`src/hdl/wrot_pkg.sv`:
```
`default_nettype none

package wrot_pkg;

  // **************************************************************************
  // buffer and stream sizes
  // **************************************************************************

  localparam int WORD_WIDTH = 8;
  localparam int CORES      = 4;
  localparam int KW_MAX     = 3;
  // kernel rows, kept odd
  localparam int KH_MAX     = 3;
  localparam int CIN_MAX    = 16;
  localparam int REPS_MAX   = 256;

  localparam int BEAT_WIDTH = WORD_WIDTH * CORES * KW_MAX;
  localparam int BANK_DEPTH = KH_MAX * CIN_MAX;
  localparam int OFFS_BITS  = $clog2(BANK_DEPTH);
  // one extra bit selects the bank
  localparam int ADDR_BITS  = OFFS_BITS + 1;

  localparam int KH_BITS    = $clog2(KH_MAX);
  localparam int CIN_BITS   = $clog2(CIN_MAX);
  localparam int REPS_BITS  = $clog2(REPS_MAX);

  // **************************************************************************
  // config beat and output sideband
  // **************************************************************************

  // kh_1 sits in the lowest bits of the config beat
  typedef struct packed {
    logic [REPS_BITS-1:0] reps_1;
    logic [CIN_BITS-1:0]  cin_1;
    logic [KH_BITS-1:0]   kh_1;
  } cfg_t;

  typedef struct packed {
    logic cin_last;
    logic kh_last;
  } weight_user_t;

  typedef enum logic [1:0] {
    LOAD_CONFIG,
    LOAD_WEIGHTS,
    LOAD_WAIT_BANK
  } load_state_e;

  typedef enum logic [1:0] {
    PLAY_IDLE,
    PLAY_RUN,
    PLAY_DRAIN
  } play_state_e;

endpackage

`default_nettype wire
```
`src/hdl/wrot_bank_if.sv`:
```
`timescale 1ns/1ps
`default_nettype none

interface wrot_bank_if;

  // one full flag and one config per bank
  logic [1:0]     full;
  wrot_pkg::cfg_t cfg [2];

  // the replayer hands a drained bank back with a single-cycle pulse
  logic release_pulse;
  logic release_bank;

  modport loader_mp (
    output full,
    output cfg,
    input  release_pulse,
    input  release_bank
  );

  modport replayer_mp (
    input  full,
    input  cfg,
    output release_pulse,
    output release_bank
  );

endinterface

`default_nettype wire

```
`src/hdl/wrot_replayer.sv`:
```
`timescale 1ns/1ps
`default_nettype none

module wrot_replayer (
  input  logic                            aclk,
  input  logic                            rst_n,
  wrot_bank_if.replayer_mp                bank,
  output logic [wrot_pkg::ADDR_BITS-1:0]  raddr,
  input  logic [wrot_pkg::BEAT_WIDTH-1:0] rdata,
  output logic [wrot_pkg::BEAT_WIDTH-1:0] m_tdata,
  output logic                            m_tvalid,
  input  logic                            m_tready,
  output logic                            m_tlast,
  output wrot_pkg::weight_user_t          m_tuser
);

  wrot_pkg::play_state_e          state;
  logic                           cur;
  wrot_pkg::cfg_t                 cfg;
  logic [wrot_pkg::CIN_BITS-1:0]  ch;
  logic [wrot_pkg::KH_BITS-1:0]   row;
  logic [wrot_pkg::REPS_BITS-1:0] rep;
  logic [wrot_pkg::OFFS_BITS-1:0] offs;
  logic                           cin_last;
  logic                           kh_last;
  logic                           rep_last;
  logic                           fin;
  logic                           issue;
  logic                           pop;
  logic                           drain_done;
  logic [1:0]                     occ_next;

  logic                           rd_valid;
  logic                           rd_last;
  wrot_pkg::weight_user_t         rd_user;

  logic [wrot_pkg::BEAT_WIDTH-1:0] sk_data [2];
  logic                            sk_last [2];
  wrot_pkg::weight_user_t          sk_user [2];
  logic                            wr_ptr;
  logic                            rd_ptr;
  logic [1:0]                      count;

  // **************************************************************************
  // read address generation
  // **************************************************************************

  assign cfg      = bank.cfg[cur];
  assign cin_last = (ch == cfg.cin_1);
  assign kh_last  = (row == cfg.kh_1);
  assign rep_last = cin_last && kh_last;
  assign fin      = rep_last && (rep == cfg.reps_1);

  assign pop      = m_tvalid && m_tready;
  // skid occupancy after this edge, counting the read already in flight
  assign occ_next = count + {1'b0, rd_valid} - {1'b0, pop};
  assign issue    = (occ_next <= 2'd1) &&
                    ((state == wrot_pkg::PLAY_RUN) ||
                     ((state == wrot_pkg::PLAY_IDLE) && bank.full[cur]));
  assign raddr    = {cur, offs};

  assign drain_done = (state == wrot_pkg::PLAY_DRAIN) && pop &&
                      (count == 2'd1) && !rd_valid;

  assign bank.release_pulse = drain_done;
  assign bank.release_bank  = cur;

  always_ff @(posedge aclk) begin
    if (!rst_n) begin
      state <= wrot_pkg::PLAY_IDLE;
      cur   <= 1'b0;
      ch    <= '0;
      row   <= '0;
      rep   <= '0;
      offs  <= '0;
    end else if (issue) begin
      state <= fin ? wrot_pkg::PLAY_DRAIN : wrot_pkg::PLAY_RUN;
      ch    <= cin_last ? '0 : ch + 1'b1;
      offs  <= rep_last ? '0 : offs + 1'b1;
      if (cin_last) begin
        row <= kh_last ? '0 : row + 1'b1;
      end
      if (rep_last) begin
        rep <= fin ? '0 : rep + 1'b1;
      end
    end else if (drain_done) begin
      state <= wrot_pkg::PLAY_IDLE;
      cur   <= !cur;
    end
  end

  // flags follow the data through the one-cycle memory read
  always_ff @(posedge aclk) begin
    if (!rst_n) begin
      rd_valid <= 1'b0;
    end else begin
      rd_valid <= issue;
    end
  end

  always_ff @(posedge aclk) begin
    rd_last          <= rep_last;
    rd_user.cin_last <= cin_last;
    rd_user.kh_last  <= kh_last;
  end

  // **************************************************************************
  // two-entry skid buffer
  // **************************************************************************

  always_ff @(posedge aclk) begin
    if (!rst_n) begin
      wr_ptr <= 1'b0;
      rd_ptr <= 1'b0;
      count  <= 2'd0;
    end else begin
      if (rd_valid) begin
        wr_ptr <= !wr_ptr;
      end
      if (pop) begin
        rd_ptr <= !rd_ptr;
      end
      count <= occ_next;
    end
  end

  always_ff @(posedge aclk) begin
    if (rd_valid) begin
      sk_data[wr_ptr] <= rdata;
      sk_last[wr_ptr] <= rd_last;
      sk_user[wr_ptr] <= rd_user;
    end
  end

  assign m_tvalid = (count != 2'd0);
  assign m_tdata  = sk_data[rd_ptr];
  assign m_tlast  = sk_last[rd_ptr];
  assign m_tuser  = sk_user[rd_ptr];

  // a stalled beat must not change until the sink takes it
  assert property (@(posedge aclk) disable iff (!rst_n)
    m_tvalid && !m_tready
      |=> m_tvalid && $stable(m_tdata) && $stable(m_tlast) && $stable(m_tuser));

endmodule

`default_nettype wire

```
`src/flat_wrapper.sv`:
```
// flat-port wrapper written by rule: the top's interface ports become plain ports
module wrot_replayer_flat 
  (aclk, rst_n, raddr, rdata, m_tdata, m_tvalid, m_tready, m_tlast, m_tuser, bank_full, bank_cfg, bank_release_pulse, bank_release_bank);
  wrot_bank_if bank_i ();
  input  logic aclk;
  input  logic rst_n;
  output logic [wrot_pkg::ADDR_BITS-1:0] raddr;
  input  logic [wrot_pkg::BEAT_WIDTH-1:0] rdata;
  output logic [wrot_pkg::BEAT_WIDTH-1:0] m_tdata;
  output logic m_tvalid;
  input  logic m_tready;
  output logic m_tlast;
  output wrot_pkg::weight_user_t m_tuser;
  input wire logic [$bits(bank_i.full)-1:0] bank_full;
  input wire logic [$bits(bank_i.cfg)-1:0] bank_cfg;
  output wire logic [$bits(bank_i.release_pulse)-1:0] bank_release_pulse;
  output wire logic [$bits(bank_i.release_bank)-1:0] bank_release_bank;
  assign bank_i.full = bank_full;
  assign bank_i.cfg = {>>{bank_cfg}};
  assign bank_release_pulse = bank_i.release_pulse;
  assign bank_release_bank = bank_i.release_bank;
  wrot_replayer u_core (.aclk(aclk), .rst_n(rst_n), .bank(bank_i), .raddr(raddr), .rdata(rdata), .m_tdata(m_tdata), .m_tvalid(m_tvalid), .m_tready(m_tready), .m_tlast(m_tlast), .m_tuser(m_tuser));
endmodule
```
`config.mk`:
```
export PLATFORM = sky130hd
export DESIGN_NAME = wrot_replayer_flat
export DESIGN_NICKNAME = d
export VERILOG_FILES = /design/src/hdl/wrot_pkg.sv /design/src/hdl/wrot_bank_if.sv /design/src/hdl/wrot_replayer.sv /design/src/flat_wrapper.sv
export SDC_FILE = /design/constraint.sdc
export NUM_CORES = 1
export LEC_CHECK = 0
export BUFFER_PORTS_ARGS = -buffer_cell sky130_fd_sc_hd__buf_2
export CAP_MARGIN = 20
export CORE_MARGIN = 5
export CORE_UTILIZATION = 30
export DETAILED_ROUTE_END_ITERATION = 12
export HOLD_SLACK_MARGIN = 0.05
export PLACE_DENSITY_LB_ADDON = 0.08
export SLEW_MARGIN = 20
export SYNTH_ARGS = -nofsm -noshare
export SYNTH_HDL_FRONTEND = slang
export SYNTH_SLANG_ARGS = --single-unit
```
`constraint.sdc`:
```
create_clock -name aclk -period 5.04 [get_ports aclk]
set_input_delay 1.008 -clock aclk [delete_from_list [all_inputs] [get_ports aclk]]
set_output_delay 1.008 -clock aclk [all_outputs]
set_load 0.02 [all_outputs]
```
; Yosys cells after proc, flatten, opt, wreduce, memory -nomap -nowiden
; Memories as Yosys holds them, arrays and structs flattened. A register that Yosys moved wholly into a read port is not among the register bits.
; Cells that the tools add are included.
[word_totals]
register_bits = 31
ram_bits = 198
input_bits = 129
out_inout_bits = 109
word_cells = 72
mem_count = 3
[classes]
add_sub_neg = 6
order_cmp = 3
eq_ne = 6
mux = 20
bitwise_logic = 2
reduce_logical = 19
[mem_list]
columns = memory, words, word_bits, rd, rd_clocked_by_memory_dff, write_ports, line_no
row1 = u_core.sk_data, 2, 96, 1, 1, 1, wrot_replayer.sv:37  ; logic [wrot_pkg::BEAT_WIDTH-1:0] sk_data [2];
row2 = u_core.sk_user, 2, 2, 1, 1, 1, wrot_replayer.sv:39  ; wrot_pkg::weight_user_t sk_user [2];
row3 = u_core.sk_last, 2, 1, 1, 1, 1, wrot_replayer.sv:38  ; logic sk_last [2];
[ops]
columns = operator, n
row1 = $mux W14, 3
row2 = $mux W1, 10
row3 = $add A8 B1 Y8 const B, 1
row4 = $eq A8 B8 Y1, 1
row5 = $logic_and A1 B1 Y1, 8
row6 = $mux W2, 4
row7 = $mux W8, 1
row8 = $add A6 B1 Y6 const B, 1
row9 = $mux W6, 1
row10 = $reduce_and A2 Y1, 3
row11 = $add A4 B1 Y4 const B, 1
row12 = $eq A2 B1 Y1 const B, 2
row13 = $eq A4 B4 Y1, 1
row14 = $logic_not A1 Y1, 4
row15 = $mux W4, 1
row16 = $reduce_bool A2 Y1, 2
row17 = $add A2 B1 Y2, 1
row18 = $add A2 B1 Y2 const B, 1
row19 = $eq A2 B2 Y1, 1
row20 = $eq A2 B2 Y1 const B, 1
row21 = $ge A2 B2 Y1 const B, 1
row22 = $le A2 B1 Y1 const B, 1
row23 = $logic_not A2 Y1, 1
row24 = $lt A1 B2 Y1 const B, 1
row25 = other kinds (4), 4

; Longest topological paths before layout
[depth]
depth_word = 9
ltp_mapped = 10
depth_no_buf = 8

; Worst setup path after synthesis
; No wires, ideal clock.
[synth_path]
kind = register to register
startpoint = register u_core.rd_valid
endpoint = memory u_core.sk_data[0][0] (netlist bit) (enable)
setup_time_ps = 570
t_arrival_ps = 4798
t_required_ps = 4470
setup_slack_ps = -328
path_stages_with_launch = 2
n_path_buf = 0
synth_period_minus_slack_ps = 5368
cell_sequence = dfxtp_1 > nor2b_1
[synth_between]
elab_chain_cells = 2
[synth_rtl]
columns = element, line_no
row1 = start: declaration, wrot_replayer.sv:33  ; logic rd_valid;
row2 = start signal: assignment, wrot_replayer.sv:97  ; rd_valid <= issue;
row3 = $mux W1, wrot_replayer.sv:128  ; if (rd_valid) begin
row4 = $mux W1 (not written as such), wrot_replayer.sv:129  ; sk_data[wr_ptr] <= rdata;
row5 = end: declaration, wrot_replayer.sv:37
; No other way between the ends.

==> metrics.md <==
| Metric | Value |
|---|---|
| Warning count from the yosys run | `0` |
| Skew-Pair Late Insertion Delay | `500 ps` |
| Starting Density | `0.3061` |
| Via count of the first global-routing pass | `5453` |
| Total routing resource utilization after global routing | `0.1162` |
| Worst slack at placement | `1846 ps` |
| Cell taking the most area after synthesis | `edfxtp_1` |
| Dominant cells by area after synthesis | `edfxtp_1 67%, mux2_2 13%, dfxtp_1 7.3%` |
| Slew at the pin closest to its max-slew limit | `between 900 and 1000 ps` |
| Arrival time worst endpoint | `2390 ps` |
| Setup repair after global routing missed its margin | `false` |
| Synth Register Bits | `between 200 and 250` |
| Total Nets Final | `885` |
| Outcome | `finished, final reports clean` |
| Fraction of final layout cells with drive strength greater than 1 | `0.5078` |
| Wire length of the first global-routing pass | `30640 µm` |
| Static Leak | `4.154 nW` |
| Final Wtd Congestion | `0.7296` |
| Pin count of the biggest net entering global routing | `just under 70` |
| Fmax | `294.3 MHz` |
| Max-Slew Margin vs Limit | `0.3811` |
| Post-Syn Area | `8835 µm²` |
| DRT Wirelength | `20140 µm` |
| Top FF cell, synth | `edfxtp_1` |
| Count of buffers from port buffering | `between 200 and 250` |
| Global route total overflow | `0` |
| Synth cell types | `43` |
| Number of synthesized flops with an enable pin | `around 200` |
| Floorplan die area | `32980 µm²` |
| Fin. max-slew vios | `0` |
| Asr flop ratio synth | `0` |
| Worst setup slack after layout | `1642 ps` |
| Worst R2R Setup Slack | `1960 ps` |
| Critical path startpoint category | `flop` |
| Cell count after synthesis | `502` |
| DRT antenna net count | `0` |
| Die Span Y | `181.6 µm` |
| Post-Syn Nets | `roughly 640` |
| CTS sink count | `230` |
| Number of DRC markers after the initial detailed-route iteration | `between 200 and 250` |
| Power per unit of standard cell area | `around 520 nW/µm²` |
| Final setup viols | `0` |
| Hold Vio Cnt, Final | `0` |
| Clock buffer count from CTS | `25` |
| Startpoint of the tightest hold check path | `u_core.rd_user[1]` |
| Antenna violations before repair | `1` |
| Max-capacitance violation count | `0` |
| Mapped Avg Cell Area | `about 18 µm²` |
| Clock-pin slew on the worst setup and hold paths | `60 ps` |
| WL per Instance | `17.44 µm` |
| TritonCTS clock tree | `built` |
| # IOs | `around 240` |
| Master cell of the clock root buffer | `clkbuf_16` |
| Required time at the worst-slack endpoint | `4030 ps` |
| VDD IR-drop max | `0.0002447 V` |
| Vias | `5060` |
| Final clock period utilization by the worst path | `0.6742` |
| Post-route non-filler standard cell count | `1155` |
| Drc violations | `0` |
| Max Clock Skew | `8.510 ps` |
| Share of Yosys cell area claimed by the top area cell type | `0.6730` |
| H-tree Lvls | `1` |
| Count of fill cells added during filler insertion | `2728` |
| Hold Crit Class | `flop to flop` |
| Number of hold buffers added after CTS | `0` |
| Post-CTS Repair Setup Buffers | `0` |
| CTS max path bufs | `3` |
| Die extent in x | `181.6 µm` |
| Gates resized, CTS repair | `0` |
| Detailed Routing Iterations Pass 1 | `4` |
| Maximum fanout along the worst path | `52` |
| Post-synthesis sequential area ratio | `0.7455` |
| Class of the most critical setup path | `flop to output port` |
| Core region area | `28860 µm²` |
| Critical path capture point type | `output port` |
| Area grow syn2layout | `27.98%` |
| Startpoint of the worst register-to-register path | `u_core.bank.release_bank` |
| # rows | `62` |
| Total placed cells including tap cells | `around 1100` |
| Vias per std cell | `4.381` |
| Final worst path period need | `3398 ps` |
| Total negative slack for setup checks | `0 ps` |
| Hpwl dp | `13910 µm` |
==> cell usage after synthesis (all sizes together) (5+ instances only) <==
cell / instances
edfxtp: 198
mux2: 99
dfxtp: 32
xnor2: 20
nand2: 18
clkbuf: 15
mux2i: 14
and2: 11
nor2: 11
a21oi: 10
nand3: 7
buf: 5
inv: 5
o21ai: 5
==> final cells by class <==
class / count / area (µm²) / area share
Sequential cell: 230 / 6590 / 0.5828
Timing Repair Buffer: 243 / 1256 / 0.1111
Tap cell: 384 / 480.5 / 0.04249
Inverter: 5 / 18.77 / 0.001660
Clock inverter: 4 / 18.77 / 0.001660
Clock buffer: 41 / 789.5 / 0.06982
Antenna cell: 1 / 2.502 / 0.0002213
Multi-Input combinational cell: 247 / 2151 / 0.1902
==> power breakdown <==
| part | switching (mW) | internal (mW) |
|---|---|---|
| logic | 0.948 | 0.626 |
| registers | 0.140 | 2.41 |
| clock network | 0.684 | 1.06 |
==> worst paths after layout <==
path                                to  cells after the start
setup / recovery           m_tdata[11]                      3
hold / removal    u_core.sk_user[0][1]                      0
setup reg to reg         u_core.rep[7]                      6
hold reg to reg   u_core.sk_user[0][1]                      0
==> kinds of logic (layout without fill, tap and decap cells) <==
logic type,count (synthesis),count (layout),synth area share
flip-flops,230,230,0.7455
multiplexers,113,113,0.1420
AND/OR/NAND/NOR,77,77,0.04985
AO/OA/AOI/OAI,29,29,0.02096
buffers and inverters,25,293,0.01218
XOR/XNOR,24,24,0.02379
adder cells (fa/ha/maj),4,4,0.005665
other,0,1,0
==> per-stage QoR <==
stage               hold slack, ps  instance area (µm²)  power (mW)    util
global placement             408.5                10480       4.171  0.3630
global route                 436.1                11310       6.179  0.3918
detailed placement           411.4                10480       4.197  0.3630
floorplan                    403.7                 8837       3.618       -
CTS                          421.7                11280       5.975  0.3910
finish                       420.2                11310       5.872  0.3918
==> metal layers <==
layer | part of all wire | routed length (µm) | vias up | track usage
li1 | - | - | 2419 | -
met1 | 0.41 | 8250 | 2456 | 0.1439
met2 | 0.50 | 10140 | 159 | 0.2039
met3 | 0.071 | 1432 | 26 | 0.02981
met4 | 0.016 | 317 | 0 | 0.02762
met5 | 0 | 0 | - | 0
==> critical path: stages, from the launching register on <==
cell and delay (ps):
dfxtp_4 820, buf_4 460, mux2_2 390, buf_2 160
==> placed cells by master, fill, tap and decap left out, types with 6 or more instances in the layout <==
cell and n:
xnor2_1 20, nand2_1 17, edfxtp_1 198, buf_2 237
clkbuf_16 26, a21oi_1 10, mux2_2 99, and2_1 10
mux2i_1 14, dfxtp_1 31, nand3_1 7, clkbuf_8 6
nor2_1 11, clkbuf_4 6
==> state kept, by name, summed over array words and instances, names as in the netlist, named ones only <==
name,cells
u_core.rd_valid,1
u_core.rd_user,2
u_core.ch,4
u_core.offs,6
u_core.sk_last,2
u_core.sk_data,192
u_core.rd_last,1
u_core.rd_ptr,1
u_core.rep,8
u_core.row,2
u_core.count,2
u_core.sk_user,4
u_core.bank.release_bank,1
u_core.state,2
u_core.wr_ptr,1
No activity file was read; power rests on OpenSTA's default activity.
