`config.mk`:
```
export PLATFORM = sky130hd
export DESIGN_NAME = wrot_loader_flat
export DESIGN_NICKNAME = d
export VERILOG_FILES = /design/src/hdl/wrot_pkg.sv /design/src/hdl/wrot_bank_if.sv /design/src/hdl/wrot_loader.sv /design/src/flat_wrapper.sv
export SDC_FILE = /design/constraint.sdc
export NUM_CORES = 1
export LEC_CHECK = 0
export BUFFER_PORTS_ARGS = -buffer_cell sky130_fd_sc_hd__buf_2
export CORE_AREA = 2 2 92 94
export CTS_CLUSTER_SIZE = 20
export DETAILED_ROUTE_END_ITERATION = 10
export DIE_AREA = 0 0 94 96
export PLACE_DENSITY = 0.73
export SYNTH_ARGS = -nofsm -noshare
export SYNTH_HDL_FRONTEND = slang
export SYNTH_SLANG_ARGS = --single-unit
export TNS_END_PERCENT = 5
```
`constraint.sdc`:
```
create_clock -name aclk -period 2.6 [get_ports aclk]
set_clock_uncertainty 0.2 [all_clocks]
set_input_delay 0.39 -clock aclk [delete_from_list [all_inputs] [get_ports aclk]]
set_output_delay 0.39 -clock aclk [all_outputs]
set_load 0.01 [all_outputs]
```
`src/hdl/wrot_pkg.sv`:
```
`default_nettype none

package wrot_pkg;

  // **************************************************************************
  // buffer and stream sizes
  // **************************************************************************

  localparam int WORD_WIDTH = 8;
  localparam int CORES      = 4;
  localparam int KW_MAX     = 3;
  // kernel rows, kept odd
  localparam int KH_MAX     = 3;
  localparam int CIN_MAX    = 16;
  localparam int REPS_MAX   = 256;

  localparam int BEAT_WIDTH = WORD_WIDTH * CORES * KW_MAX;
  localparam int BANK_DEPTH = KH_MAX * CIN_MAX;
  localparam int OFFS_BITS  = $clog2(BANK_DEPTH);
  // one extra bit selects the bank
  localparam int ADDR_BITS  = OFFS_BITS + 1;

  localparam int KH_BITS    = $clog2(KH_MAX);
  localparam int CIN_BITS   = $clog2(CIN_MAX);
  localparam int REPS_BITS  = $clog2(REPS_MAX);

  // **************************************************************************
  // config beat and output sideband
  // **************************************************************************

  // kh_1 sits in the lowest bits of the config beat
  typedef struct packed {
    logic [REPS_BITS-1:0] reps_1;
    logic [CIN_BITS-1:0]  cin_1;
    logic [KH_BITS-1:0]   kh_1;
  } cfg_t;

  typedef struct packed {
    logic cin_last;
    logic kh_last;
  } weight_user_t;

  typedef enum logic [1:0] {
    LOAD_CONFIG,
    LOAD_WEIGHTS,
    LOAD_WAIT_BANK
  } load_state_e;

  typedef enum logic [1:0] {
    PLAY_IDLE,
    PLAY_RUN,
    PLAY_DRAIN
  } play_state_e;

endpackage

`default_nettype wire
```
`src/hdl/wrot_bank_if.sv`:
```
`timescale 1ns/1ps
`default_nettype none

interface wrot_bank_if;

  // one full flag and one config per bank
  logic [1:0]     full;
  wrot_pkg::cfg_t cfg [2];

  // the replayer hands a drained bank back with a single-cycle pulse
  logic release_pulse;
  logic release_bank;

  modport loader_mp (
    output full,
    output cfg,
    input  release_pulse,
    input  release_bank
  );

  modport replayer_mp (
    input  full,
    input  cfg,
    output release_pulse,
    output release_bank
  );

endinterface

`default_nettype wire

```
`src/hdl/wrot_loader.sv`:
```
`timescale 1ns/1ps
`default_nettype none

module wrot_loader (
  input  logic                            aclk,
  input  logic                            rst_n,
  input  logic [wrot_pkg::BEAT_WIDTH-1:0] s_tdata,
  input  logic                            s_tvalid,
  input  logic                            s_tlast,
  output logic                            s_tready,
  output logic                            we,
  output logic [wrot_pkg::ADDR_BITS-1:0]  waddr,
  output logic [wrot_pkg::BEAT_WIDTH-1:0] wdata,
  wrot_bank_if.loader_mp                  bank
);

  wrot_pkg::load_state_e          state;
  logic                           wbank;
  logic [wrot_pkg::OFFS_BITS-1:0] wcnt;
  logic [wrot_pkg::CIN_BITS-1:0]  ch;
  logic [wrot_pkg::KH_BITS-1:0]   row;
  wrot_pkg::cfg_t                 cfg_in;
  wrot_pkg::cfg_t                 cfg_cur;
  logic                           take;
  logic                           last_beat;

  assign cfg_in    = wrot_pkg::cfg_t'(s_tdata[$bits(wrot_pkg::cfg_t)-1:0]);
  assign cfg_cur   = bank.cfg[wbank];
  assign s_tready  = (state != wrot_pkg::LOAD_WAIT_BANK);
  assign take      = s_tvalid && s_tready;
  assign last_beat = (ch == cfg_cur.cin_1) && (row == cfg_cur.kh_1);

  // weights go to the bank being filled, row-major with channel fastest
  assign we    = take && (state == wrot_pkg::LOAD_WEIGHTS);
  assign waddr = {wbank, wcnt};
  assign wdata = s_tdata;

  always_ff @(posedge aclk) begin
    if (!rst_n) begin
      state <= wrot_pkg::LOAD_WAIT_BANK;
      wbank <= 1'b0;
      wcnt  <= '0;
      ch    <= '0;
      row   <= '0;
    end else begin
      case (state)
        wrot_pkg::LOAD_WAIT_BANK: begin
          if (!bank.full[wbank]) begin
            state <= wrot_pkg::LOAD_CONFIG;
          end
        end
        wrot_pkg::LOAD_CONFIG: begin
          if (take) begin
            state <= wrot_pkg::LOAD_WEIGHTS;
            wcnt  <= '0;
            ch    <= '0;
            row   <= '0;
          end
        end
        wrot_pkg::LOAD_WEIGHTS: begin
          if (take) begin
            wcnt <= wcnt + 1'b1;
            if (ch == cfg_cur.cin_1) begin
              ch  <= '0;
              row <= row + 1'b1;
            end else begin
              ch <= ch + 1'b1;
            end
            if (last_beat) begin
              // switch banks, stalling if the replayer still owns the other one
              wbank <= !wbank;
              state <= bank.full[!wbank] ? wrot_pkg::LOAD_WAIT_BANK
                                         : wrot_pkg::LOAD_CONFIG;
            end
          end
        end
        default: state <= wrot_pkg::LOAD_WAIT_BANK;
      endcase
    end
  end

  always_ff @(posedge aclk) begin
    if ((state == wrot_pkg::LOAD_CONFIG) && take) begin
      bank.cfg[wbank] <= cfg_in;
    end
  end

  always_ff @(posedge aclk) begin
    if (!rst_n) begin
      bank.full <= 2'b00;
    end else begin
      if (bank.release_pulse) begin
        bank.full[bank.release_bank] <= 1'b0;
      end
      if (we && last_beat) begin
        bank.full[wbank] <= 1'b1;
      end
    end
  end

  // a config beat has to describe a weight set that fits one bank
  assert property (@(posedge aclk) disable iff (!rst_n)
    (state == wrot_pkg::LOAD_CONFIG) && take |-> (cfg_in.kh_1 < wrot_pkg::KH_MAX));

  // the sender's packet length has to agree with its own config beat
  assert property (@(posedge aclk) disable iff (!rst_n)
    take |-> (s_tlast == ((state == wrot_pkg::LOAD_WEIGHTS) && last_beat)));

endmodule

`default_nettype wire

```
`src/flat_wrapper.sv`:
```
// flat-port wrapper written by rule: the top's interface ports become plain ports
module wrot_loader_flat 
  (aclk, rst_n, s_tdata, s_tvalid, s_tlast, s_tready, we, waddr, wdata, bank_full, bank_cfg, bank_release_pulse, bank_release_bank);
  wrot_bank_if bank_i ();
  input  logic aclk;
  input  logic rst_n;
  input  logic [wrot_pkg::BEAT_WIDTH-1:0] s_tdata;
  input  logic s_tvalid;
  input  logic s_tlast;
  output logic s_tready;
  output logic we;
  output logic [wrot_pkg::ADDR_BITS-1:0] waddr;
  output logic [wrot_pkg::BEAT_WIDTH-1:0] wdata;
  output wire logic [$bits(bank_i.full)-1:0] bank_full;
  output wire logic [$bits(bank_i.cfg)-1:0] bank_cfg;
  input wire logic [$bits(bank_i.release_pulse)-1:0] bank_release_pulse;
  input wire logic [$bits(bank_i.release_bank)-1:0] bank_release_bank;
  assign bank_full = bank_i.full;
  assign bank_cfg = {>>{bank_i.cfg}};
  assign bank_i.release_pulse = bank_release_pulse;
  assign bank_i.release_bank = bank_release_bank;
  wrot_loader u_core (.aclk(aclk), .rst_n(rst_n), .s_tdata(s_tdata), .s_tvalid(s_tvalid), .s_tlast(s_tlast), .s_tready(s_tready), .we(we), .waddr(waddr), .wdata(wdata), .bank(bank_i));
endmodule
```
[Yosys cells after proc, flatten, opt, wreduce, memory -nomap -nowiden]
Index checks and enable logic that the tools add are counted.
Storage, ports and cells
  latch bits: 0
  output and inout bits: 135
  flip-flop bits (word level): 45
  ROM bits: 0
  memories kept: 0
  bits in writable memories: 0
Cells by class
  add/subtract/negate cells: 3
  reductions and logical operators: 15
  bitwise operators: 4
  order comparisons: 7
  eq/ne operators: 10
  div/mod/pow operators: 0
  mux-type cells: 34
  multipliers: 0
  shift operators: 0
Operators with widths (number)
  2-to-1 mux 6 bit: 5
  bitwise mux 28 bit: 1
  2-to-1 mux 2 bit: 11
  demux 14 bit (select 1 bit): 1
  2-to-1 mux 14 bit: 1
  2-to-1 mux 4 bit: 3
  one-hot mux 6 bit (2 select lines): 1
  logical AND 1 bit: 8
  one-hot mux 4 bit (2 select lines): 1
  AND reduction 4 bit: 2
  adder 6 x 1 -> 6 bit (second input constant): 1
  less-than comparator 1 x 2 -> 1 bit (second input constant): 3
  2-to-1 mux 1 bit: 6
  != test 2 x 1 -> 1 bit (second input constant): 3
  != test 2 bit (second input constant): 3
  one-hot mux 2 bit (3 select lines): 1
  AND reduction 3 bit: 2
  adder 4 x 1 -> 4 bit (second input constant): 1
  equality test 4 bit: 1
  one-hot mux 2 bit (2 select lines): 1
  adder 2 x 1 -> 2 bit (second input constant): 1
  bitwise AND 2 bit: 1
  demux 1 bit (select 1 bit): 2
  equality test 2 x 1 -> 1 bit (second input constant): 1
  other kinds (11): 12

[Longest topological paths before layout]
Gate-level depths: netlist (run 1).
  word-level depth: 10
  gate-level depth with buffers: 7
  depth with buffers taken out: 6

[Least setup slack after synthesis (run 1)]
Ideal clock, no wire load.
  path kind: register to register
  start point: register u_core.state[1]
  end point: register, netlist name u_core.bank.cfg[0]
  arrival time: 1.818 ns
  setup time: 0.406 ns
  stages on the path, launching flop included: 4
  period minus slack after synthesis: 2.424 ns
  setup slack: 0.176 ns
  cells stage by stage: dfxtp_1 -> nand2b_1 -> clkbuf_1 -> nor3b_1
Between the ends
  longest elaborated chain between the ends: 3
Ends and longest elaborated chain
  start, declared: RTL line wrot_loader.sv:17  | wrot_pkg::load_state_e state;
  start signal, assigned: RTL line wrot_loader.sv:40  | state <= wrot_pkg::LOAD_WAIT_BANK;
  start signal, assigned: RTL line wrot_loader.sv:49  | state <= wrot_pkg::LOAD_CONFIG;
  start signal, assigned: RTL line wrot_loader.sv:54  | state <= wrot_pkg::LOAD_WEIGHTS;
  != test 2 bit: RTL line wrot_loader.sv:29  | assign s_tready = (state != wrot_pkg::LOAD_WAIT_BANK);
  logical AND 1 bit: RTL line wrot_loader.sv:30  | assign take = s_tvalid && s_tready;
  logical AND 1 bit *: RTL line wrot_loader.sv:83  | if ((state == wrot_pkg::LOAD_CONFIG) && take) begin
Every way passes the cells marked *; elsewhere a longest branch is shown, timed or not.
A chain may end at the register's enable or synchronous reset.

[Worst setup path after layout (run 1)]
  start point: register u_core.wbank
  end point: register u_core.bank.full[0]
Between the ends
  longest elaborated chain between the ends: 8
Ends and longest elaborated chain
  start, declared: RTL line wrot_loader.sv:18  | logic wbank;
  start signal, assigned: RTL line wrot_loader.sv:71  | wbank <= !wbank;
  inverter 1 -> 2 bit (implied by the code): RTL line wrot_loader.sv:28  | assign cfg_cur = bank.cfg[wbank];
  2-to-1 mux 6 bit (implied by the code) (3 in a row): RTL line wrot_loader.sv:28
  equality test 4 bit or equality test 2 bit (tied branches): RTL line wrot_loader.sv:31  | assign last_beat = (ch == cfg_cur.cin_1) && (row == cfg_cur.kh_1);
  logical AND 1 bit: RTL line wrot_loader.sv:31
  logical AND 1 bit: RTL line wrot_loader.sv:95  | if (we && last_beat) begin
  2-to-1 mux 2 bit *: RTL line wrot_loader.sv:95
  end signal, assigned: RTL line wrot_loader.sv:90  | bank.full <= 2'b00;
  end signal, assigned by index: RTL line wrot_loader.sv:93  | bank.full[bank.release_bank] <= 1'b0;
  end signal, assigned by index: RTL line wrot_loader.sv:96  | bank.full[wbank] <= 1'b1;
  end, declared: RTL line wrot_bank_if.sv:15  | output full,
Every way passes the cells marked *; elsewhere a longest branch is shown, timed or not. The select of a mux whose other input is x is not followed.

==> summary.md, run 1 <==
| Metric | Value |
|---|---|
| Antenna violations before repair | 0 |
| Pre-antenna DRT Iters | 4 |
| Layout Cells excl Fill | 325 |
| R2r worst-path depth | 5 |
| Fillers | 862 |
| Die X | 94 um |
| Total wire length | 6886 um |
| CP Launch Type | register |
| TritonCTS Buffers | 5 |
| Tmin final | 2.097 ns |
| Final slew viol count | 0 |
| RR Startpoint | u_core.wbank |
| Primary FF master, synth | edfxtp_1 |
| Status | finished clean |
| Remaining Overflow, GRT | 0 |
| Leakage | 0.9503 nW |
| Arrival time worst endpoint | 2.13 ns |
| CTS tree | yes |
| Final setup TNS | 0 ns |
| Routability Congestion | 0.7604 |
| Latest clock arrival within the worst-skew pair | 0.30 ns |
| Detailed Place HPWL | 5845 um |
| Slowest-stage cell, CP | or4_1 |
| Drt via density | 4.751 |
| Initial drt markers | 64 |
| Final hold vios | 0 |
| Syn_nets | 343 |
| Hold Buf Count CTS | 0 |
| Largest net degree at the start of global routing | 18 |
| WS Path Type | register to register |
| Top-Level Pins | 237 |
| Share of layout cells above drive strength 1 | 41.36% |
| Seq/Total Area, Yosys | 46.78% |
| Tcrit/Tclk final | 80.64% |
| Async SR Flop Fraction | 0% |
| Post-synthesis cell area | 2525 um^2 |
| WL/cell | 21.19 um |
| Cells along the critical path | mux2i_1 > xor2_1 > nand4_1 > or4_1 > o21ai_1 |
| Syn avg cell area | 10.56 um^2 |
| # diodes | 0 |
| Worst relative slew slack | 76.19% |
| PortBufs | 71 |
| Post-cts resize count | 0 |
| VDD IR max | 319.2 uV |
| DR DRC count | 0 |
| Final setup fails | 0 |
| H-tree depth | 2 |
| Worst path max stage delay | 0.57 ns |
| Initial Util | 31.36% |
| Synthesis-to-layout area growth | -5.203% |
| Crit path required time | 2.64 ns |
| Critical path fanouts, max | 7 |
| Maximum clock rate | 477.0 MHz |
| Distinct cells, synth | 36 |
| GRT Total Usage | 14.69% |
| Reg-to-Reg End | u_core.bank.full[0] |
| DR vias | 1,544 |
| Placed Cells | 317 |
| PD cells | 546.6 nW/um^2 |
| Die area | 9024 um^2 |
| Setup bufs post-CTS | 0 |
| Vias in the first global route | 1,625 |
| CTS root buf | clkbuf_8 |
| Row count | 33 |
| Die height | 96 um |
| R2R Setup Slk | 0.50 ns |
| Mapped Cells | 239 |
| CP endpoint | u_core.bank.full[0] |
| YS warnings | 0 |
| Worst Setup SP | u_core.wbank |
| Clk buf depth | 2 |
| Crit path buffers/inverters | 0 |
| Worst Max-Slew Pin Slew | 0.3534 ns |
| Post-synth EDFFs | 28 |
| Reg clk slew, reported paths | 0.09 ns |
| Critical path depth in cells | 5 |
| Routed Antenna Nets | 0 |
| CTS Sinks | 45 |
| RSZ-0062 raised after global routing | false |
| Hold Crit Class | input port to register |
| Kind of end point of the critical path | register |
| First-pass GRT wire length | 9646 um |
| Max cap viols | 0 |
| Core Area | 8051 um^2 |
| #FFs+latches synth | 45 |
| Final #Nets | 323 |
| Top delay family on crit path | simple AND/OR/NAND/NOR gates |
sequential cells by signal, indices dropped and copies added, names as in the netlist:
register and count:
u_core.ch 4, u_core.bank.full 2, u_core.wcnt 6, u_core.row 2
u_core.bank.cfg 28, u_core.state 2, u_core.wbank 1
worst register-to-register path, cell delays in order, from the launching register on:
cell and delay (ns):
dfxtp_1 0.48, mux2i_1 0.26, xor2_1 0.17, nand4_1 0.27, or4_1 0.57, o21ai_1 0.09
placed cells by master (no fill, tap or decap), types with 2 or more instances in the layout:
cell type and instances:
o21ai_0 5, nor2b_1 2, xor2_1 6, mux2i_1 6
dfxtp_1 17, buf_4 7, nand4_1 5, nand3_1 8
xnor2_1 2, ha_1 2, nor2_1 5, a21oi_1 5
edfxtp_1 28, nor3_1 2, nand2b_1 2, o211ai_1 2
inv_1 4, a31oi_1 3, buf_2 71, or4_1 2
nand3b_1 2, nand2_1 12, clkbuf_8 5, mux2_2 2
nand4b_1 2, clkinvlp_4 2
through the flow:
step	total power [W]	hold slack (ns)	util (%)	area (um^2)	setup slack (ns)
floorplan	0.0009861	0.2734	-	2525	0.1756
global placement	0.0008929	0.2658	28.64	2306	0.5743
detailed placement	0.0008962	0.2810	28.64	2306	0.5191
CTS	0.001322	0.07978	29.73	2394	0.4886
global route	0.001359	0.07580	29.73	2394	0.3787
finish	0.001308	0.08840	29.73	2394	0.5034
cells by family after synthesis:
| logic type | count (synthesis) | share of synthesized area, % |
|---|---|---|
| adder cells (fa/ha/maj) | 2 | 0.9909 |
| AO/OA/AOI/OAI | 21 | 5.401 |
| AND/OR/NAND/NOR | 46 | 9.762 |
| XOR/XNOR | 8 | 2.775 |
| buffers and inverters | 109 | 31.02 |
| multiplexers | 8 | 3.271 |
| flip-flops | 45 | 46.78 |
cell usage after synthesis, types with 3 or more instances:
cell type | count | share of area, %
clkbuf_1 | 4 | 0.59
inv_1 | 4 | 0.59
nand4_1 | 5 | 1.2
nor3_1 | 3 | 0.59
o21ai_0 | 5 | 0.99
nand2_1 | 12 | 1.8
dfxtp_1 | 17 | 13
mux2i_1 | 6 | 2.4
nor2_1 | 5 | 0.74
nand3_1 | 8 | 1.6
edfxtp_1 | 28 | 33
a31oi_1 | 3 | 0.74
xor2_1 | 6 | 2.1
buf_4 | 97 | 29
a21oi_1 | 5 | 0.99
per-layer routing:
| layer | wire (um) | GRT usage, % | vias to the layer above |
|---|---|---|---|
| li1 | - | - | 676 |
| met1 | 1902 | 12.43 | 679 |
| met2 | 3137 | 23.15 | 170 |
| met5 | 46 | 3.571 | - |
| met3 | 1679 | 15.51 | 17 |
| met4 | 121 | 4.106 | 2 |
power breakdown:
group / total, W / switching [W] / internal, W
clock: 0.000430 / 0.000241 / 0.000190
combinational: 0.000100 / 0.0000598 / 0.0000402
sequential: 0.000778 / 0.00000669 / 0.000771
how the worst min path moves through the flow:
stage / to / start / cells past startpoint
final: u_core.bank.cfg[9] / s_tdata[9] / 1
after global placement: u_core.wcnt[5] / u_core.wcnt[5] / 2
after CTS: u_core.bank.cfg[23] / s_tdata[9] / 1
after global routing: u_core.bank.cfg[23] / s_tdata[9] / 1
after detailed placement: u_core.wcnt[5] / u_core.wcnt[5] / 2
after floorplan: u_core.state[0] / u_core.state[1] / 1
final cells by class:
cell class / instances / area [um^2] / share of cell area [%]
flip-flops and latches: 45 / 1181 / 49.35
multi-input cells: 85 / 570.5 / 23.84
repair buffers: 78 / 407.9 / 17.04
well taps: 105 / 131.4 / 5.489
clock buffers: 6 / 72.57 / 3.032
clock inverters: 2 / 15.01 / 0.6273
inverters: 4 / 15.01 / 0.6273
Power figures use the tool's default switching activity.
==> inputs of run 2 (changes only) <==
Settings changed: CORE_AREA 2 2 92 94 to 2 2 91 93, DIE_AREA 0 0 94 96 to 0 0 93 95, PLACE_DENSITY 0.73 to 0.72.
Clock period 2.6 ns to 2.13 ns, I/O delays scaled along.
==> run 2 against run 1 <==
Against the previous run: worst setup slack worse by 0.35 ns; global-route usage is 0.51 points higher; flip-flop and latch count is the same.
==> summary.md, run 2 (synthesis gave the netlist of run 1 again) <==
| Metric | Value |
|---|---|
| Hold Path End | u_core.bank.cfg[23] |
| # diodes | 0 (unchanged) |
| Layout Cells excl Fill | 327 (+0.62%) |
| Final WS setup | 0.1520 ns (-0.3514 ns) |
| Kind of end point of the critical path | register |
| Drt via density | 4.765 (+0.29%) |
| Placed Area | 2321 um^2 (+0.65%) |
| PD cells | 668.2 nW/um^2 (+22%) |
| Critical path fanouts, max | 7 (unchanged) |
| RR Startpoint | u_core.wbank |
| Hold Buf Count CTS | 0 (unchanged) |
| Synthesis-to-layout area growth | -4.559% |
| Routed Antenna Nets | 0 (unchanged) |
| Initial drt markers | 80 (+25%) |
| Worst Max-Slew Pin Slew | 0.3588 ns (+0.005388 ns) |
| Reg clk slew, reported paths | 0.10 ns (about the same) |
| Core Area | 7928 um^2 (-1.5%) |
| Most common cell after layout, fill and taps aside | buf_2 |
| VDD IR max | 462.9 uV (+45%) |
| PortBufs | 71 (unchanged) |
| Most frequent cells in the layout | buf_2 (71), edfxtp_1 (28), dfxtp_1 (16), nand2_1 (12), buf_4 (9) |
| Hold Crit Depth | 1 (unchanged) |
| Fillers | 842 (-2.3%) |
| WS Path Type | register to register |
| Final setup fails | 0 (unchanged) |
| Largest net degree at the start of global routing | 18 (unchanged) |
| Antenna violations before repair | 0 (unchanged) |
| Setup slack at placement | 0.06354 ns (-0.4555 ns) |
| Final slew viol count | 0 (unchanged) |
| Worst Min Path Start | s_tdata[9] |
| Vias in the first global route | 1,530 (-5.8%) |
| Pre-antenna DRT Iters | 6 (+2) |
| Max reg flops | 28 (unchanged) |
| Largest regs | u_core.bank.cfg: 28 flops, u_core.wcnt: 6 flops, u_core.ch: 4 flops |
| Routability Congestion | 0.7633 (+0.38%) |
| Hold Crit Class | input port to register |
| H-tree depth | 2 (unchanged) |
| Maximum clock rate | 505.6 MHz (+6.0%) |
| Die area | 8835 um^2 (-2.1%) |
| Remaining Overflow, GRT | 0 (unchanged) |
| WL/cell | 21.78 um (+2.8%) |
| R2R Setup Slk | 0.15 ns (-0.35 ns) |
| Clk buf depth | 2 (unchanged) |
| Reg-to-Reg End | u_core.wbank |
| CTS root buf | clkbuf_8 |
| Placed Cells | 319 (+0.63%) |
| Status | finished clean |
| CP Launch Type | register |
| Die height | 95 um (-1.0%) |
| Top reg by flops | u_core.bank.cfg |
| Arrival time worst endpoint | 2.02 ns (-0.11 ns) |
| Die X | 93 um (-1.1%) |
| TritonCTS Buffers | 5 (unchanged) |
| Top-Level Pins | 237 (unchanged) |
| DR vias | 1,558 (+0.91%) |
| Worst Hold Slack | 0.02010 ns (-0.06830 ns) |
| R2r worst-path depth | 5 (unchanged) |
| Worst relative slew slack | 75.83% (-0.36 points) |
| Initial Util | 31.85% (+0.49 points) |
| CTS tree | yes |
| Row count | 33 (unchanged) |
| First-pass GRT wire length | 9625 um (-0.22%) |
| Crit path required time | 2.17 ns (-0.47 ns) |
| Max cap viols | 0 (unchanged) |
| Leakage | 0.9598 nW (+1.0%) |
| Detailed Place HPWL | 6051 um (+3.5%) |
| RSZ-0062 raised after global routing | false |
| Total wire length | 7121 um (+3.4%) |
| Post-route cell area | 2410 um^2 (+0.68%) |
| Multi-input gate area | 570.5 um^2 (unchanged) |
| Final #Nets | 325 (+0.62%) |
| Register area | 1182 um^2 (+0.11%) |
| DR DRC count | 0 (unchanged) |
| CTS Sinks | 45 (unchanged) |
| Final hold vios | 0 (unchanged) |
| Latest clock arrival within the worst-skew pair | 0.30 ns (about the same) |
| Tmin final | 1.978 ns (-0.1186 ns) |
| Share of layout cells above drive strength 1 | 42.34% (+0.98 points) |
| Tcrit/Tclk final | 92.86% (+12 points) |
| GRT Total Usage | 15.21% (+0.51 points) |
| Overall Power | 0.001610 W (+23%) |
-- run 2: metrics by stage --
step | utilization (%) | setup TNS [ns]
CTS | 30.38 | 0
finish | 30.40 | 0
global route | 30.40 | 0
detailed placement | 29.28 | 0
global placement | 29.28 | 0
floorplan | - | -2.884
-- run 2: power by group --
group / leakage [nW] / switching [W] / internal (W) / total (W)
clock: 0.0374 / 0.000304 / 0.000232 / 0.000536
sequential: 0.394 / 0.00000828 / 0.000942 / 0.000950
combinational: 0.528 / 0.0000735 / 0.0000508 / 0.000124
total: 0.960 / 0.000386 / 0.00122 / 0.00161
-- run 2: layout make-up --
type	instances	area share (%)
flip-flops and latches	45	49.07
multi-input cells	85	23.68
repair buffers	80	17.55
well taps	105	5.452
clock buffers	6	3.011
clock inverters	2	0.6231
inverters	4	0.6231
-- run 2: critical path, cell delays in order, from the launching register on --
cell and delay (ns):
dfxtp_2 0.42, mux2i_1 0.23, xor2_1 0.18, nand4_1 0.25, or4_1 0.56, nand2_1 0.09
-- run 2: how the worst max path moves through the flow --
stage	endpoint	cells past startpoint	start	slack, ns
after detailed placement	u_core.bank.full[0]	5	u_core.wbank	0.06
after floorplan	u_core.bank.cfg[14]	3	u_core.state[0]	-0.21
after CTS	u_core.bank.full[0]	5	u_core.wbank	0.04
after global placement	u_core.wbank	5	u_core.wbank	0.09
after global routing	u_core.row[1]	5	u_core.wbank	0.01
final	u_core.wbank	5	u_core.wbank	0.15
-- run 2: timing repair --
item,4_1_cts,5_1_grt
endpoints found under the hold margin,0,0
setup buffers,0,0
gates resized for setup,0,1
endpoints found under the setup margin,0,3
-- run 2: metal layers --
metal	global-route usage, %	part of all wire [%]	up-vias	routed length (um)
met1	12.52	27	691	1950
li1	-	-	683	-
met5	4.167	0.73	-	52
met2	22.16	42	166	3014
met3	18.60	27	16	1946
met4	4.779	2.2	2	158
